===== config.mk =====
export PLATFORM = sky130hd
export DESIGN_NAME = xt_peripherals
export DESIGN_NICKNAME = d
export VERILOG_FILES = /design/src/rtl/xt_periph_pkg.sv /design/src/rtl/io_bus_if.sv /design/src/rtl/ems_mapper.sv /design/src/rtl/io_decoder.sv /design/src/rtl/io_readback.sv /design/src/rtl/xt_peripherals.sv
export VERILOG_INCLUDE_DIRS = /design/src /design/src/rtl
export SDC_FILE = /design/constraint.sdc
export NUM_CORES = 1
export LEC_CHECK = 0
export ABC_AREA = 1
export BUFFER_PORTS_ARGS = -buffer_cell sky130_fd_sc_hd__buf_4
export CORE_MARGIN = 3
export CORE_UTILIZATION = 35
export CTS_CLUSTER_DIAMETER = 40
export DETAILED_ROUTE_END_ITERATION = 16
export PLACE_DENSITY = 0.64
export SYNTH_ARGS = -nofsm -noshare
export SYNTH_HDL_FRONTEND = slang
export SYNTH_SLANG_ARGS = --single-unit

===== constraint.sdc =====
create_clock -name clock -period 1.7 [get_ports clock]
set_input_delay 0.085 -clock clock [delete_from_list [all_inputs] [get_ports clock]]
set_output_delay 0.085 -clock clock [all_outputs]
set_load 0.005 [all_outputs]

===== src/rtl/xt_periph_config.svh =====
// Address map and EMS constants for the XT peripheral glue logic.
// Include wherever a port base, window code or page count is needed.

`ifndef XT_PERIPH_CONFIG_SVH
`define XT_PERIPH_CONFIG_SVH

// EMS page registers occupy four consecutive ports from this base
`define XT_EMS_IO_BASE      16'h0260

// Printer data port
`define XT_LPT_DATA_PORT    16'h0378

// Number of EMS page registers and memory windows
`define XT_EMS_PAGES        4

// Window codes are address bits 19:16 of the window base
`define XT_EMS_WIN_A        4'hA
`define XT_EMS_WIN_C        4'hC
`define XT_EMS_WIN_D        4'hD

// Writing this byte to a page register disables the page
`define XT_EMS_DISABLE_CODE 8'hFF

`endif


===== src/rtl/xt_periph_pkg.sv =====
// Shared types for the XT peripheral glue logic.
// Modules import this package for bus, EMS map and chip-select types.

`default_nettype none

`include "xt_periph_config.svh"

package xt_periph_pkg;

    // CPU side bus
    typedef logic [19:0] bus_addr_t;
    typedef logic [7:0]  bus_data_t;

    // EMS mapping
    typedef logic [6:0] ems_bank_t;
    typedef logic [$clog2(`XT_EMS_PAGES)-1:0] ems_page_t;

    // Decoded selects, all active high
    typedef struct packed {
        logic dma;
        logic pic;
        logic pit;
        logic ppi;
        logic dma_page;
        logic ems_io;
        logic lpt_data;
    } chip_sel_t;

endpackage

`default_nettype wire


===== src/rtl/io_bus_if.sv =====
// CPU side ISA-style bus shared by the decoder, EMS mapper and read-back.
// The top level drives it, the other blocks only observe it.

`timescale 1ns/1ps
`default_nettype none

interface io_bus_if;
    import xt_periph_pkg::*;

    bus_addr_t address;
    bus_data_t wdata;

    // Strobes, all active low
    logic      io_read_n;
    logic      io_write_n;
    logic      memory_read_n;
    logic      address_enable_n;

    modport producer (
        output address,
        output wdata,
        output io_read_n,
        output io_write_n,
        output memory_read_n,
        output address_enable_n
    );

    modport consumer (
        input  address,
        input  wdata,
        input  io_read_n,
        input  io_write_n,
        input  memory_read_n,
        input  address_enable_n
    );

endinterface

`default_nettype wire


===== src/rtl/ems_mapper.sv =====
// EMS page mapper with four page registers at ports 260h-263h.
// Writes pass through a one-stage pipeline before reaching the registers.
// Also reports which memory window a memory cycle falls into.

`timescale 1ns/1ps
`default_nettype none

`include "xt_periph_config.svh"

module ems_mapper (
    input  logic                       clock,
    input  logic                       reset,
    io_bus_if.consumer                 bus_i,
    input  xt_periph_pkg::chip_sel_t   sel_i,
    input  logic [1:0]                 ems_address_i,
    output logic [`XT_EMS_PAGES-1:0]   window_hit_o,
    output xt_periph_pkg::bus_data_t   page_rdata_o
);
    import xt_periph_pkg::*;

    localparam int pages = `XT_EMS_PAGES;

    // Page registers
    ems_bank_t [pages-1:0] bank_q;
    logic      [pages-1:0] enable_q;

    // Decoded value of the byte on the bus
    logic      new_valid;
    ems_bank_t new_bank;
    logic      new_enable;

    // Write pipeline stage
    logic      wr_pending_q;
    ems_page_t wr_page_q;
    ems_bank_t wr_bank_q;
    logic      wr_enable_q;

    ems_page_t rd_page;
    logic      io_cycle;
    logic [3:0] win_code;

    always_comb begin
        new_valid  = 1'b0;
        new_bank   = '0;
        new_enable = 1'b0;
        if (bus_i.wdata == `XT_EMS_DISABLE_CODE) begin
            new_valid  = 1'b1;
            new_bank   = '1;
            new_enable = 1'b0;
        end else if (!bus_i.wdata[7]) begin
            new_valid  = 1'b1;
            new_bank   = bus_i.wdata[6:0];
            new_enable = 1'b1;
        end
        // 80h..FEh leave the page as it is
    end

    always_ff @(posedge clock or posedge reset) begin
        if (reset) begin
            wr_pending_q <= 1'b0;
        end else begin
            wr_pending_q <= sel_i.ems_io & ~bus_i.io_write_n & new_valid;
        end
    end

    always_ff @(posedge clock) begin
        wr_page_q   <= ems_page_t'(bus_i.address[1:0]);
        wr_bank_q   <= new_bank;
        wr_enable_q <= new_enable;
    end

    always_ff @(posedge clock or posedge reset) begin
        if (reset) begin
            bank_q   <= '0;
            enable_q <= '0;
        end else if (wr_pending_q) begin
            bank_q[wr_page_q]   <= wr_bank_q;
            enable_q[wr_page_q] <= wr_enable_q;
        end
    end

    // Read byte for the page addressed right now
    assign rd_page = ems_page_t'(bus_i.address[1:0]);
    assign page_rdata_o = enable_q[rd_page] ? {1'b0, bank_q[rd_page]}
                                            : bus_data_t'(`XT_EMS_DISABLE_CODE);

    always_comb begin
        case (ems_address_i)
            2'd0:    win_code = `XT_EMS_WIN_A;
            2'd1:    win_code = `XT_EMS_WIN_C;
            default: win_code = `XT_EMS_WIN_D;
        endcase
    end

    assign io_cycle = ~bus_i.io_read_n | ~bus_i.io_write_n;

    // 16K windows, four in a row above the window base
    always_comb begin
        for (int k = 0; k < pages; k++) begin
            window_hit_o[k] = ~io_cycle & enable_q[k] &
                              (bus_i.address[19:14] == {win_code, ems_page_t'(k)});
        end
    end

    // An enabling write on the bus is visible in the registers two edges later
    a_write_lands: assert property (
        @(posedge clock) disable iff (reset)
        (sel_i.ems_io && !bus_i.io_write_n && !bus_i.wdata[7]) |=> ##1
            enable_q[$past(bus_i.address[1:0], 2)] &&
            (bank_q[$past(bus_i.address[1:0], 2)] == $past(bus_i.wdata[6:0], 2))
    ) else $error("EMS page register missed its pipelined write");

endmodule

`default_nettype wire


===== src/rtl/io_decoder.sv =====
// I/O address decoder for the XT board.
// Produces the internal select struct and the five active-low XT chip selects.

`timescale 1ns/1ps
`default_nettype none

`include "xt_periph_config.svh"

module io_decoder (
    io_bus_if.consumer                 bus_i,
    input  logic                       ems_enabled_i,
    output xt_periph_pkg::chip_sel_t   sel_o,
    output logic [4:0]                 xt_cs_n_o
);
    import xt_periph_pkg::*;

    localparam logic [15:0] ems_base = `XT_EMS_IO_BASE;
    localparam logic [15:0] lpt_port = `XT_LPT_DATA_PORT;

    logic io_cycle;
    logic decode_en;
    logic low_board;

    assign io_cycle  = ~bus_i.io_read_n | ~bus_i.io_write_n;
    assign decode_en = io_cycle & ~bus_i.address_enable_n;

    // Mainboard chips live in the first 100h ports
    assign low_board = (bus_i.address[9:8] == 2'b00);

    always_comb begin
        sel_o = '0;
        if (decode_en) begin
            if (low_board) begin
                // One 20h block per chip
                case (bus_i.address[7:5])
                    3'd0:    sel_o.dma      = 1'b1;
                    3'd1:    sel_o.pic      = 1'b1;
                    3'd2:    sel_o.pit      = 1'b1;
                    3'd3:    sel_o.ppi      = 1'b1;
                    3'd4:    sel_o.dma_page = 1'b1;
                    default: ;
                endcase
            end

            if (ems_enabled_i && (bus_i.address[15:2] == ems_base[15:2])) begin
                sel_o.ems_io = 1'b1;
            end

            if (bus_i.address[15:0] == lpt_port) begin
                sel_o.lpt_data = 1'b1;
            end
        end
    end

    // External chips take their selects active low
    assign xt_cs_n_o = ~{sel_o.dma_page, sel_o.ppi, sel_o.pit, sel_o.pic, sel_o.dma};

    // Port ranges of all blocks must stay disjoint
    a_one_select: assert final ($onehot0(sel_o))
        else $error("more than one chip select active: %b", sel_o);

endmodule

`default_nettype wire


===== src/rtl/io_readback.sv =====
// Printer data latch and the registered read-back path to the chipset bus.
// EMS page reads win over the printer port, everything else reads 00h.

`timescale 1ns/1ps
`default_nettype none

module io_readback (
    input  logic                       clock,
    input  logic                       reset,
    io_bus_if.consumer                 bus_i,
    input  xt_periph_pkg::chip_sel_t   sel_i,
    input  xt_periph_pkg::bus_data_t   page_rdata_i,
    output xt_periph_pkg::bus_data_t   data_bus_out_o,
    output logic                       data_bus_out_valid_o
);
    import xt_periph_pkg::*;

    bus_data_t lpt_data_q;
    logic      io_read;

    assign io_read = ~bus_i.io_read_n;

    // Port 378h, comes up with all ones
    always_ff @(posedge clock or posedge reset) begin
        if (reset) begin
            lpt_data_q <= 8'hFF;
        end else if (sel_i.lpt_data && !bus_i.io_write_n) begin
            lpt_data_q <= bus_i.wdata;
        end
    end

    always_ff @(posedge clock or posedge reset) begin
        if (reset) begin
            data_bus_out_valid_o <= 1'b0;
            data_bus_out_o       <= '0;
        end else if (io_read && sel_i.ems_io) begin
            data_bus_out_valid_o <= 1'b1;
            data_bus_out_o       <= page_rdata_i;
        end else if (io_read && sel_i.lpt_data) begin
            data_bus_out_valid_o <= 1'b1;
            data_bus_out_o       <= lpt_data_q;
        end else begin
            data_bus_out_valid_o <= 1'b0;
            data_bus_out_o       <= '0;
        end
    end

    // Memory cycles and idle cycles never drive the chipset bus
    a_flag_after_read: assert property (
        @(posedge clock) disable iff (reset)
        (bus_i.io_read_n || !bus_i.memory_read_n) |=> !data_bus_out_valid_o
    ) else $error("read-back flag raised without an I/O read");

endmodule

`default_nettype wire


===== src/rtl/xt_peripherals.sv =====
// Top level of the XT peripheral glue logic.
// Takes the CPU bus as plain ports and returns XT chip selects,
// EMS window hits and the registered chipset read-back.

`timescale 1ns/1ps
`default_nettype none

`include "xt_periph_config.svh"

module xt_peripherals (
    input  logic                       clock,
    input  logic                       reset,
    // CPU bus
    input  xt_periph_pkg::bus_addr_t   address_i,
    input  xt_periph_pkg::bus_data_t   data_i,
    input  logic                       io_read_n_i,
    input  logic                       io_write_n_i,
    input  logic                       memory_read_n_i,
    input  logic                       address_enable_n_i,
    // EMS configuration
    input  logic                       ems_enabled_i,
    input  logic [1:0]                 ems_address_i,
    // External XT chips
    output logic                       dma_cs_n_o,
    output logic                       pic_cs_n_o,
    output logic                       pit_cs_n_o,
    output logic                       ppi_cs_n_o,
    output logic                       dma_page_cs_n_o,
    output logic [`XT_EMS_PAGES-1:0]   ems_window_hit_o,
    // Chipset read-back
    output xt_periph_pkg::bus_data_t   data_bus_out_o,
    output logic                       data_bus_out_valid_o
);
    import xt_periph_pkg::*;

    chip_sel_t  sel;
    logic [4:0] xt_cs_n;
    bus_data_t  page_rdata;

    io_bus_if u_bus ();

    assign u_bus.address          = address_i;
    assign u_bus.wdata            = data_i;
    assign u_bus.io_read_n        = io_read_n_i;
    assign u_bus.io_write_n       = io_write_n_i;
    assign u_bus.memory_read_n    = memory_read_n_i;
    assign u_bus.address_enable_n = address_enable_n_i;

    io_decoder u_io_decoder (
        .bus_i         (u_bus),
        .ems_enabled_i (ems_enabled_i),
        .sel_o         (sel),
        .xt_cs_n_o     (xt_cs_n)
    );

    // Already active low from the decoder
    assign dma_cs_n_o      = xt_cs_n[0];
    assign pic_cs_n_o      = xt_cs_n[1];
    assign pit_cs_n_o      = xt_cs_n[2];
    assign ppi_cs_n_o      = xt_cs_n[3];
    assign dma_page_cs_n_o = xt_cs_n[4];

    ems_mapper u_ems_mapper (
        .clock         (clock),
        .reset         (reset),
        .bus_i         (u_bus),
        .sel_i         (sel),
        .ems_address_i (ems_address_i),
        .window_hit_o  (ems_window_hit_o),
        .page_rdata_o  (page_rdata)
    );

    io_readback u_io_readback (
        .clock                (clock),
        .reset                (reset),
        .bus_i                (u_bus),
        .sel_i                (sel),
        .page_rdata_i         (page_rdata),
        .data_bus_out_o       (data_bus_out_o),
        .data_bus_out_valid_o (data_bus_out_valid_o)
    );

endmodule

`default_nettype wire


==> flow_summary.toml <==
[outcome]
status = "completed"

[detailed_routing]
vias = 2593
drc = 0
first_pass_iters = 4
vias_per_cell = 4.664
ant_nets = 0
wl_per_cell_microns = 12.40
totalWireLength_mm = 6.892
drt_iter0_markers = 165

[synthesis]
syn_inst = 378
yosysWarningCount = 0
synth_edf_count = 0
syn-num-nets = 415
ys_ff_latch = 60
synthArstFlopShare_pct = 83.33
synth_area_sq_mm = 0.002929
ys_types = 30
yosysSeqAreaShare_pct = 49.89
synth-main-ff-cell = "dfrtp_1"
avgSynthCellArea_sq_um = 7.749

[power]
leakage_uw = 0.001843
ir_drop_v = 0.0004802
finalPower_uw = 3002
powerDensity_mw_per_mm2 = 797.6

[worst_setup_path]
required_ns = 1.62
worst_setup_path_start_kind = "primary input"
arrival_ns = 1.42
endpoint_kind = "output pin"
worstPathMaxFanout = 4
crit_type = "in2out"

[timing]
worst_pin_slew_ns = 0.5493
finalSetupViolCount = 0
timing.fmax_ghz = 0.6661
finalHoldViolCount = 0
post-route-period-util_pct = 88.31
worst_clock_skew_ns = 0.008537
drv_slew = 0
slew_headroom_pct = 63.25
finalSetupTns_ns = 0
rsz0062_at_grt = "no"
period_needed_ns = 1.501

[cts]
cts.path.max_buffers = 2
cts_root_buf = "clkbuf_8"
worstSkewPairLatency_ns = 0.33
cts_tree = "done"
clock-sinks = 60
htreeDepth = 3
holdBufCountCts = 12
post_cts.repair.setup_buffers = 0
post_cts_resized = 0
path_clk_slew_ns = 0.07
cts_buffers = 9

[global_route]
grt_pass1_wl_mm = 11.51
grt_max_degree = 51
grt_usage_pct = 15.17
overflow = 0
first_global_vias = 2425
antenna_found_initial = 0

[finish]
nets = 486
layout-drive-gt1-share_pct = 22.91
multi_input_area_sq_mm = 0.001225
area_growth_pct = 28.49
final_common_cell = "nand2_1"
stdcell_count = 556
layout_common_cells = "120 x nand2_1, 56 x buf_4, 47 x nor2_1"
n_antenna_cell = 0
regArea_sq_mm = 0.001461
fillCellCount = 790

[floorplanning]
die_y_microns = 97.48
dieArea_sq_mm = 0.009502
io_pins = 55
die_width_microns = 97.48
start_util_pct = 36.95
fp-row-count = 32
coreArea_sq_mm = 0.007928

[job]
maxCapViolations = 0

[place]
dp_hpwl_mm = 4.854
dp.cells = 528
gp_congestion = 0.8371
portBuffers = 53

[worst_hold_path]
hold_class = "in2reg"
per-layer routing:
| metal | vias up | track usage (%) | wire length, microns |
|---|---|---|---|
| met5 | - | 0 | 0 |
| met2 | 65 | 22.83 | 3096 |
| met3 | 12 | 4.451 | 409 |
| met1 | 1188 | 20.66 | 3248 |
| li1 | 1328 | - | - |
| met4 | 0 | 5.644 | 138 |
logic make-up after synthesis:
family                 Yosys count  synth area share, %
and+or+nand+nor                222                35.20
DFF                             60                49.89
buffers and inverters           58                8.287
AOI/OAI and AO/OA               38                6.621
registers in the layout, indices dropped and copies added (netlist names), 2 cells and up:
register / count
u_io_readback.lpt_data_q: 8
u_io_readback.data_bus_out_o: 8
u_ems_mapper.enable_q: 4
u_ems_mapper.wr_bank_q: 7
u_ems_mapper.wr_page_q: 2
u_ems_mapper.bank_q: 28
power by group:
group          leakage, uW  switching [uW]  total (uW)  internal, uW
logic             0.000987             155         266           110
clock network     0.000102             541        1290           752
registers         0.000753            5.48        1440          1440
total              0.00184             701        3000          2300
cell type report:
class	instances	area share, %
clock buffers	12	4.122
clock inverters	4	1.263
inverters	49	4.953
multi-input cells	260	32.55
flip-flops and latches	60	38.83
well taps	102	3.391
repair buffers	69	14.89
final timing paths:
path	to	from	cells past startpoint	slack, ns
max	pic_cs_n_o	io_write_n_i	7	0.20
min	u_ems_mapper.wr_page_q[0]$_DFF_P_	address_i[0]	1	0.04
max reg2reg	u_io_readback.data_bus_out_o[7]$_DFF_PP0_	u_ems_mapper.enable_q[1]$_DFFE_PP0P_	5	0.40
min reg2reg	u_io_readback.lpt_data_q[4]$_DFFE_PP1P_	u_io_readback.lpt_data_q[4]$_DFFE_PP1P_	2	0.47
max in group asynchronous	u_io_readback.lpt_data_q[2]$_DFFE_PP1P_	reset	4	1.06
min in group asynchronous	u_ems_mapper.bank_q[25]$_DFFE_PP0P_	reset	4	0.35
Yosys cell counts, types with 4 or more instances:
library cell / n / share of area [%]
nand2_1: 120 / 15
nor2_1: 47 / 6.0
inv_1: 44 / 5.6
dfrtp_1: 42 / 36
o21ai_0: 36 / 6.2
nand3_1: 17 / 2.9
nand4_1: 15 / 3.2
dfxtp_1: 10 / 6.8
dfstp_2: 8 / 7.2
nor2_2: 5 / 1.1
clkbuf_1: 4 / 0.51
nand2_2: 4 / 0.85
worst max-delay path, stage by stage:
cell and delay [ns]:
dlygate4sd3_1 0.55, buf_4 0.17, nand2_2 0.09, nand2_2 0.07, nor3_1 0.19, nand3_1 0.11
buf_4 0.15
through the flow:
step / utilization (%) / hold slack, ns / cell area (sq um) / worst slack, ns
after floorplan: - / 0.1127 / 2929 / 0.4271
after global placement: 43.40 / 0.1564 / 3441 / 0.2998
after detailed placement: 43.40 / 0.1604 / 3441 / 0.2870
after CTS: 47.47 / 0.01558 / 3764 / 0.2167
after global routing: 47.47 / 0.02642 / 3764 / 0.09614
final: 47.47 / 0.03896 / 3764 / 0.1987
Power figures use the tool's default switching activity.
